**src/verilog/merge_ctrl_pkg.sv**
```systemverilog
package merge_ctrl_pkg;

   // Run progress of the merge node
   typedef enum logic [1:0] {
      RUN    = 2'd0,
      A_DONE = 2'd1,
      B_DONE = 2'd2
   } run_state_t;

   // Beats per FIFO unless the top level says otherwise
   localparam int FIFO_DEPTH_DEF = 8;

endpackage

```
**src/verilog/merge_rec_pkg.sv**
```systemverilog
package merge_rec_pkg;

   // Record field widths
   localparam int KEY_W = 16;
   localparam int VAL_W = 16;

   // Value sits above the key so the key is the low slice of a record
   typedef struct packed {
      logic [VAL_W-1:0] value;
      logic [KEY_W-1:0] key;
   } rec_t;

   // Terminal beats carry this key in every record, it sorts after all data
   localparam logic [KEY_W-1:0] SENTINEL_KEY = '1;

endpackage

```
**src/verilog/beat_fifo.sv**
```systemverilog
`timescale 1ns/1ps

module beat_fifo
   import merge_ctrl_pkg::*;
#(
   parameter type payload_t = logic [31:0],
   parameter int  DEPTH     = FIFO_DEPTH_DEF
) (
   input  logic                       i_clk,
   input  logic                       i_rst_n,
   input  logic                       i_push,
   input  payload_t                   i_data,
   input  logic                       i_pop,
   output payload_t                   o_data,
   output logic                       o_empty,
   output logic                       o_full,
   output logic [$clog2(DEPTH+1)-1:0] o_count
);

   localparam int AW = (DEPTH > 1) ? $clog2(DEPTH) : 1;
   localparam int CW = $clog2(DEPTH + 1);

   payload_t      mem [DEPTH];
   logic [AW-1:0] rd_ptr;
   logic [AW-1:0] wr_ptr;
   logic [CW-1:0] count;
   logic          do_push;
   logic          do_pop;

   function automatic logic [AW-1:0] ptr_inc(input logic [AW-1:0] p);
      return (p == AW'(DEPTH - 1)) ? '0 : p + 1'b1;
   endfunction

   // Pushes into a full FIFO are dropped
   assign do_push = i_push & ~o_full;
   assign do_pop  = i_pop;

   always_ff @(posedge i_clk) begin
      if (do_push) begin
         mem[wr_ptr] <= i_data;
      end
   end

   always_ff @(posedge i_clk or negedge i_rst_n) begin
      if (!i_rst_n) begin
         rd_ptr <= '0;
         wr_ptr <= '0;
         count  <= '0;
      end else begin
         if (do_push) begin
            wr_ptr <= ptr_inc(wr_ptr);
         end
         if (do_pop) begin
            rd_ptr <= ptr_inc(rd_ptr);
         end
         count <= count + CW'(do_push) - CW'(do_pop);
      end
   end

   // Show-ahead head
   assign o_data  = mem[rd_ptr];
   assign o_empty = (count == '0);
   assign o_full  = (count == CW'(DEPTH));
   assign o_count = count;

endmodule

```
**src/verilog/block_merger.sv**
```systemverilog
`timescale 1ns/1ps

module block_merger
   import merge_rec_pkg::*;
#(
   parameter int RECS_PER_BEAT = 4
) (
   input  logic                     i_clk,
   input  logic                     i_rst_n,
   input  logic                     i_take,
   input  logic                     i_sel_b,
   input  logic                     i_last,
   input  rec_t [RECS_PER_BEAT-1:0] i_a_beat,
   input  rec_t [RECS_PER_BEAT-1:0] i_b_beat,
   output logic                     o_valid,
   output rec_t [RECS_PER_BEAT-1:0] o_beat,
   output logic                     o_last
);

   localparam int N2     = 2 * RECS_PER_BEAT;
   localparam int LEVELS = $clog2(N2);

   rec_t [RECS_PER_BEAT-1:0] pick;
   rec_t [RECS_PER_BEAT-1:0] kept;
   rec_t [RECS_PER_BEAT-1:0] low_half;
   rec_t [RECS_PER_BEAT-1:0] high_half;
   rec_t                     net [LEVELS+1][N2];

   assign pick = i_sel_b ? i_b_beat : i_a_beat;

   // Retained half ascending, new beat reversed, so the joined sequence is bitonic
   for (genvar gi = 0; gi < RECS_PER_BEAT; gi++) begin : g_load
      assign net[0][gi]               = kept[gi];
      assign net[0][RECS_PER_BEAT+gi] = pick[RECS_PER_BEAT-1-gi];
   end

   // Half-cleaner levels with distance N, N/2, ... 1
   for (genvar lv = 0; lv < LEVELS; lv++) begin : g_level
      localparam int D = RECS_PER_BEAT >> lv;
      for (genvar gi = 0; gi < N2; gi++) begin : g_node
         if ((gi & D) == 0) begin : g_cmp
            logic swap;
            assign swap = (net[lv][gi].key > net[lv][gi+D].key);
            assign net[lv+1][gi]   = swap ? net[lv][gi+D] : net[lv][gi];
            assign net[lv+1][gi+D] = swap ? net[lv][gi] : net[lv][gi+D];
         end
      end
   end

   for (genvar gi = 0; gi < RECS_PER_BEAT; gi++) begin : g_split
      assign low_half[gi]  = net[LEVELS][gi];
      assign high_half[gi] = net[LEVELS][RECS_PER_BEAT+gi];
   end

   always_ff @(posedge i_clk or negedge i_rst_n) begin
      if (!i_rst_n) begin
         o_valid <= 1'b0;
         o_last  <= 1'b0;
         kept    <= '0;
      end else begin
         o_valid <= i_take;
         if (i_take) begin
            o_last <= i_last;
            // High half of the last merge is all sentinels and is dropped
            kept   <= i_last ? '0 : high_half;
         end
      end
   end

   always_ff @(posedge i_clk) begin
      if (i_take) begin
         o_beat <= low_half;
      end
   end

endmodule

```
**src/verilog/merge_control.sv**
```systemverilog
`timescale 1ns/1ps

module merge_control
   import merge_rec_pkg::*;
   import merge_ctrl_pkg::*;
#(
   parameter int FIFO_DEPTH = FIFO_DEPTH_DEF
) (
   input  logic                            i_clk,
   input  logic                            i_rst_n,
   input  logic [KEY_W-1:0]                i_a_head_key,
   input  logic                            i_a_empty,
   input  logic [KEY_W-1:0]                i_b_head_key,
   input  logic                            i_b_empty,
   input  logic [$clog2(FIFO_DEPTH+1)-1:0] i_out_count,
   output logic                            o_pop_a,
   output logic                            o_pop_b,
   output logic                            o_take,
   output logic                            o_sel_b,
   output logic                            o_last
);

   run_state_t state;
   run_state_t state_nxt;
   logic       a_term;
   logic       b_term;
   logic       out_room;
   logic       want_b;
   logic       go;
   logic       last_take;

   assign a_term = (i_a_head_key == SENTINEL_KEY);
   assign b_term = (i_b_head_key == SENTINEL_KEY);

   // Count the beat still in the merger as well as the new one
   assign out_room = (int'(i_out_count) + 1) < FIFO_DEPTH;

   always_comb begin
      want_b    = 1'b0;
      go        = 1'b0;
      last_take = 1'b0;
      state_nxt = state;
      case (state)
         RUN: begin
            // Smaller first key wins, A on ties, a terminal head loses
            if (a_term) begin
               want_b = ~b_term;
            end else if (!b_term) begin
               want_b = (i_b_head_key < i_a_head_key);
            end
            go = ~i_a_empty & ~i_b_empty & out_room;
            if (go && want_b && b_term) begin
               state_nxt = B_DONE;
            end else if (go && !want_b && a_term) begin
               state_nxt = A_DONE;
            end
         end
         A_DONE: begin
            want_b = 1'b1;
            go     = ~i_b_empty & out_room;
            if (go && b_term) begin
               last_take = 1'b1;
               state_nxt = RUN;
            end
         end
         B_DONE: begin
            go = ~i_a_empty & out_room;
            if (go && a_term) begin
               last_take = 1'b1;
               state_nxt = RUN;
            end
         end
         default: state_nxt = RUN;
      endcase
   end

   always_ff @(posedge i_clk or negedge i_rst_n) begin
      if (!i_rst_n) begin
         state <= RUN;
      end else begin
         state <= state_nxt;
      end
   end

   assign o_take  = go;
   assign o_sel_b = want_b;
   assign o_pop_a = go & ~want_b;
   assign o_pop_b = go & want_b;
   assign o_last  = last_take;

endmodule

```
**src/verilog/record_merger_top.sv**
```systemverilog
`timescale 1ns/1ps

module record_merger_top
   import merge_rec_pkg::*;
   import merge_ctrl_pkg::*;
#(
   parameter int RECS_PER_BEAT = 4,
   parameter int FIFO_DEPTH    = FIFO_DEPTH_DEF
) (
   input  logic                     i_clk,
   input  logic                     i_rst_n,
   input  logic                     i_a_push,
   input  rec_t [RECS_PER_BEAT-1:0] i_a_beat,
   input  logic                     i_b_push,
   input  rec_t [RECS_PER_BEAT-1:0] i_b_beat,
   input  logic                     i_out_ready,
   output logic                     o_a_full,
   output logic                     o_b_full,
   output logic                     o_out_valid,
   output rec_t [RECS_PER_BEAT-1:0] o_out_beat,
   output logic                     o_out_last
);

   typedef rec_t [RECS_PER_BEAT-1:0] beat_t;

   typedef struct packed {
      logic  last;
      beat_t beat;
   } out_beat_t;

   beat_t                           a_head;
   beat_t                           b_head;
   logic                            a_empty;
   logic                            b_empty;
   logic                            pop_a;
   logic                            pop_b;
   logic                            take;
   logic                            sel_b;
   logic                            take_last;
   logic                            m_valid;
   beat_t                           m_beat;
   logic                            m_last;
   out_beat_t                       out_head;
   logic                            out_empty;
   logic [$clog2(FIFO_DEPTH+1)-1:0] out_count;

   beat_fifo #(.payload_t(beat_t), .DEPTH(FIFO_DEPTH)) fifo_a (
      .i_clk(i_clk), .i_rst_n(i_rst_n), .i_push(i_a_push), .i_data(i_a_beat),
      .i_pop(pop_a), .o_data(a_head), .o_empty(a_empty), .o_full(o_a_full), .o_count()
   );

   beat_fifo #(.payload_t(beat_t), .DEPTH(FIFO_DEPTH)) fifo_b (
      .i_clk(i_clk), .i_rst_n(i_rst_n), .i_push(i_b_push), .i_data(i_b_beat),
      .i_pop(pop_b), .o_data(b_head), .o_empty(b_empty), .o_full(o_b_full), .o_count()
   );

   merge_control #(.FIFO_DEPTH(FIFO_DEPTH)) u_control (
      .i_clk(i_clk), .i_rst_n(i_rst_n),
      .i_a_head_key(a_head[0].key), .i_a_empty(a_empty),
      .i_b_head_key(b_head[0].key), .i_b_empty(b_empty),
      .i_out_count(out_count),
      .o_pop_a(pop_a), .o_pop_b(pop_b), .o_take(take), .o_sel_b(sel_b), .o_last(take_last)
   );

   block_merger #(.RECS_PER_BEAT(RECS_PER_BEAT)) u_merger (
      .i_clk(i_clk), .i_rst_n(i_rst_n), .i_take(take), .i_sel_b(sel_b), .i_last(take_last),
      .i_a_beat(a_head), .i_b_beat(b_head),
      .o_valid(m_valid), .o_beat(m_beat), .o_last(m_last)
   );

   // Output beats carry the last flag above the records
   beat_fifo #(.payload_t(out_beat_t), .DEPTH(FIFO_DEPTH)) fifo_out (
      .i_clk(i_clk), .i_rst_n(i_rst_n), .i_push(m_valid), .i_data({m_last, m_beat}),
      .i_pop(o_out_valid & i_out_ready), .o_data(out_head), .o_empty(out_empty),
      .o_full(), .o_count(out_count)
   );

   assign o_out_valid = ~out_empty;
   assign o_out_beat  = out_head.beat;
   assign o_out_last  = out_head.last;

endmodule
```
**config.mk**
```make
export PLATFORM = sky130hd
export DESIGN_NAME = record_merger_top
export DESIGN_NICKNAME = d
export VERILOG_FILES = /design/src/verilog/merge_ctrl_pkg.sv /design/src/verilog/merge_rec_pkg.sv /design/src/verilog/beat_fifo.sv /design/src/verilog/block_merger.sv /design/src/verilog/merge_control.sv /design/src/verilog/record_merger_top.sv
export SDC_FILE = /design/constraint.sdc
export NUM_CORES = 2
export LEC_CHECK = 0
export BUFFER_PORTS_ARGS = -buffer_cell sky130_fd_sc_hd__clkbuf_2
export CORE_ASPECT_RATIO = 0.5
export CORE_UTILIZATION = 45
export DETAILED_ROUTE_END_ITERATION = 10
export PLACE_DENSITY_LB_ADDON = 0.08
export SLEW_MARGIN = 40
export SYNTH_ARGS = -nofsm -noshare
export SYNTH_HDL_FRONTEND = slang
export SYNTH_SLANG_ARGS = --single-unit
```
**constraint.sdc**
```tcl
create_clock -name i_clk -period 16.8 [get_ports i_clk]
set_clock_uncertainty 0.05 [all_clocks]
set_input_delay 1.68 -clock i_clk [delete_from_list [all_inputs] [get_ports i_clk]]
set_output_delay 1.68 -clock i_clk [all_outputs]
set_load 0.05 [all_outputs]
```
==> results.ini <==
[clock_network]
post_cts_resized = 0
clockRootBuffer = clkbuf_16
post_cts_buffers = 0
cts.sinks = 3370
postCtsHoldBufs = 0
cts_tree = yes
htree_levels = 5
clk_pin_slew_worst_paths_ns = 0.07
ctsLongestPathBuffers = 4
cts_buffers = 308
clkLatencyLatePin_ns = 0.92

[grt]
grt_pass1_vias = 72200
grt.overflow.total = 0
grt_pass1_wl_um = 552000
grt_util_met1_pct = 39.3
antenna_found_initial = 94
top_usage_layer = met1
track_usage_pct = 24.7
grt_use_met3_pct = 4.29
grt_max_degree = 118
use_met2_pct = 36.3

[yosys]
syn_inst = 7204
synth_common_cells = edfxtp_1 (3208), mux4_2 (770), mux2i_1 (484)
syn_area_um2 = 140000
yosysWarnings = 0
synth.distinct_cells = 76
synth_seq_area_share_pct = 71.6
postSynthAreaPerCell_um2 = 19.5
syn_nets = 7705
synth_seq_cells = 3370
async_flop_share_pct = 4.81
synth_edf_count = 3208
synthFlopType = edfxtp_1
synth_top_area_share_pct = 68.7
ys_top_cells_by_area = edfxtp_1 (69%), mux4_2 (12%), mux2i_1 (3.5%)
synth_most_common_cell = edfxtp_1
synth_top_area_cell = edfxtp_1

[final_layout]
utilization_pct = 51.2
drive_gt1_share_pct = 28.5
fin_area_um2 = 158000
area_delta_synth_final_pct = 12.9
stdcell_count = 12100
nets = 8218

[place]
dp.final_hpwl_um = 257000
port_buffers = 392
dp_cells = 11600
place_congestion = 0.919
placed_cell_area_um2 = 149000

[critical_path]
start_kind = flip-flop
endpoint_kind = flip-flop
critical_path_class = reg2reg
critical-path-top-delay-family = compound AO/OA/AOI/OAI gates
rr_startpoint = fifo_b.rd_ptr[0]
reg2reg_depth = 48
cp.buffers_inverters = 9
worstPathRequired_ns = 17.44
r2r-end = u_merger.o_beat[40]
cp.arrival_ns = 15.78
critical_path.max_fanout = 68
rrSetupSlack_ns = 1.66
crit_path_max_incr_delay_ns = 0.74
slowest_stage = dfrtp_4

[hold_path]
min_from = u_merger.kept[32]
hold_depth = 2
hold-path-endpoint = u_merger.kept[32]
hp-class = reg2reg

[sta]
report.final.hold_viol_count = 0
worst_pin_slew_ns = 0.980
max_slew_margin_pct = 34.7
setup_viol = 0
rsz0062_at_grt = no
final.setup.tns_ns = 0
slew_violations = 0
fin_crit_sh_pct = 90.1
min_period_ns = 15.14
fmax_ghz = 0.0661

[routing]
firstDrtPassIters = 6
totalWireLength_um = 394000
wl_per_cell_um = 32.5
drt_iter0_drc = 8077
drcViolationCount = 0
ant_nets = 0
drt-vias-per-instance = 6.00
num_vias = 72700

[status]
outcome = finished clean

[floorplan]
initial_utilization_pct = 45.4
boundaryPins = 393
coreArea_um2 = 309000
fp.dieArea_um2 = 314000
die_w_um = 791
die_h_um = 397
num_rows = 144

[run]
cap_violations = 0

==> worst reg2reg max path: cells and delay by family, from the launching register on <==
| family | cells | cell delay [ns] |
|---|---|---|
| AO/OA/AOI/OAI | 24 | 6.22 |
| adder cells (fa/ha/maj) | 4 | 1.26 |
| buffers and inverters | 9 | 2.91 |
| flip-flops | 1 | 0.74 |
| multiplexers | 5 | 2.41 |
| AND/OR/NAND/NOR | 6 | 1.34 |
==> per-layer routing <==
metal	share of wire, %	wire length, µm
met1	47	185000
met2	44	173000
met3	7.3	28900
met4	1.9	7330
met5	0.035	138
==> placed cells by master (no fill, tap or decap), types with 145 or more instances in the layout <==
cell       count
mux2i_1      462
inv_1        233
clkbuf_16    315
mux2_2       298
nand2_1      145
clkbuf_2     391
mux4_2       770
dfrtp_1      153
ha_1         237
edfxtp_1    3208
a21oi_1      182
==> metrics by stage <==
step,hold slack [ns],setup slack [ns]
final,0.489,1.66
after global routing,0.527,0.761
after CTS,0.486,1.72
after detailed placement,0.476,1.81
after global placement,0.473,2.07
after floorplan,0.428,1.85
==> sequential cells by signal, summed over array words and instances, names as in the netlist, 4 cells and up <==
| signal | cells |
|---|---|
| fifo_b.o_count | 4 |
| fifo_out.o_count | 4 |
| u_merger.o_beat | 128 |
| fifo_a.o_count | 4 |
| fifo_out.mem | 1032 |
| u_merger.kept | 128 |
| fifo_b.mem | 1024 |
| fifo_a.mem | 1024 |
==> final cells by class <==
class | instances | area (µm²)
clock buffers | 384 | 8190
flip-flops and latches | 3370 | 100000
repair buffers | 583 | 3990
well taps | 4161 | 5210
clock inverters | 159 | 1290
fillers | 24400 | 151000
multi-input cells | 3218 | 38300
diodes | 18 | 45.0
inverters | 236 | 891
==> worst max path at each step <==
| stage | start | endpoint | slack, ns | cells past startpoint |
|---|---|---|---|---|
| finish | fifo_b.rd_ptr[0] | u_merger.o_beat[40] | 1.66 | 48 |
| global placement | fifo_b.rd_ptr[0] | u_merger.kept[9] | 2.07 | 45 |
| CTS | fifo_b.rd_ptr[0] | u_merger.o_beat[40] | 1.72 | 48 |
| floorplan | i_b_push | fifo_b.mem[0][0] | 1.85 | 3 |
| detailed placement | fifo_b.rd_ptr[0] | u_merger.o_beat[40] | 1.81 | 47 |
| global route | fifo_b.rd_ptr[0] | u_merger.o_beat[40] | 0.76 | 49 |
==> logic make-up after synthesis <==
kind of cell,Yosys count,share of synthesized area [%]
adder cells (fa/ha/maj),241,2.16
AND/OR/NAND/NOR,670,2.46
flip-flops,3370,71.6
AO/OA/AOI/OAI,738,3.69
XOR/XNOR,8,0.0500
buffers and inverters,616,1.74
multiplexers,1561,18.3
Power is not shown: default switching activity piles up to over one toggle a cycle in this logic, so the estimate is an artifact.
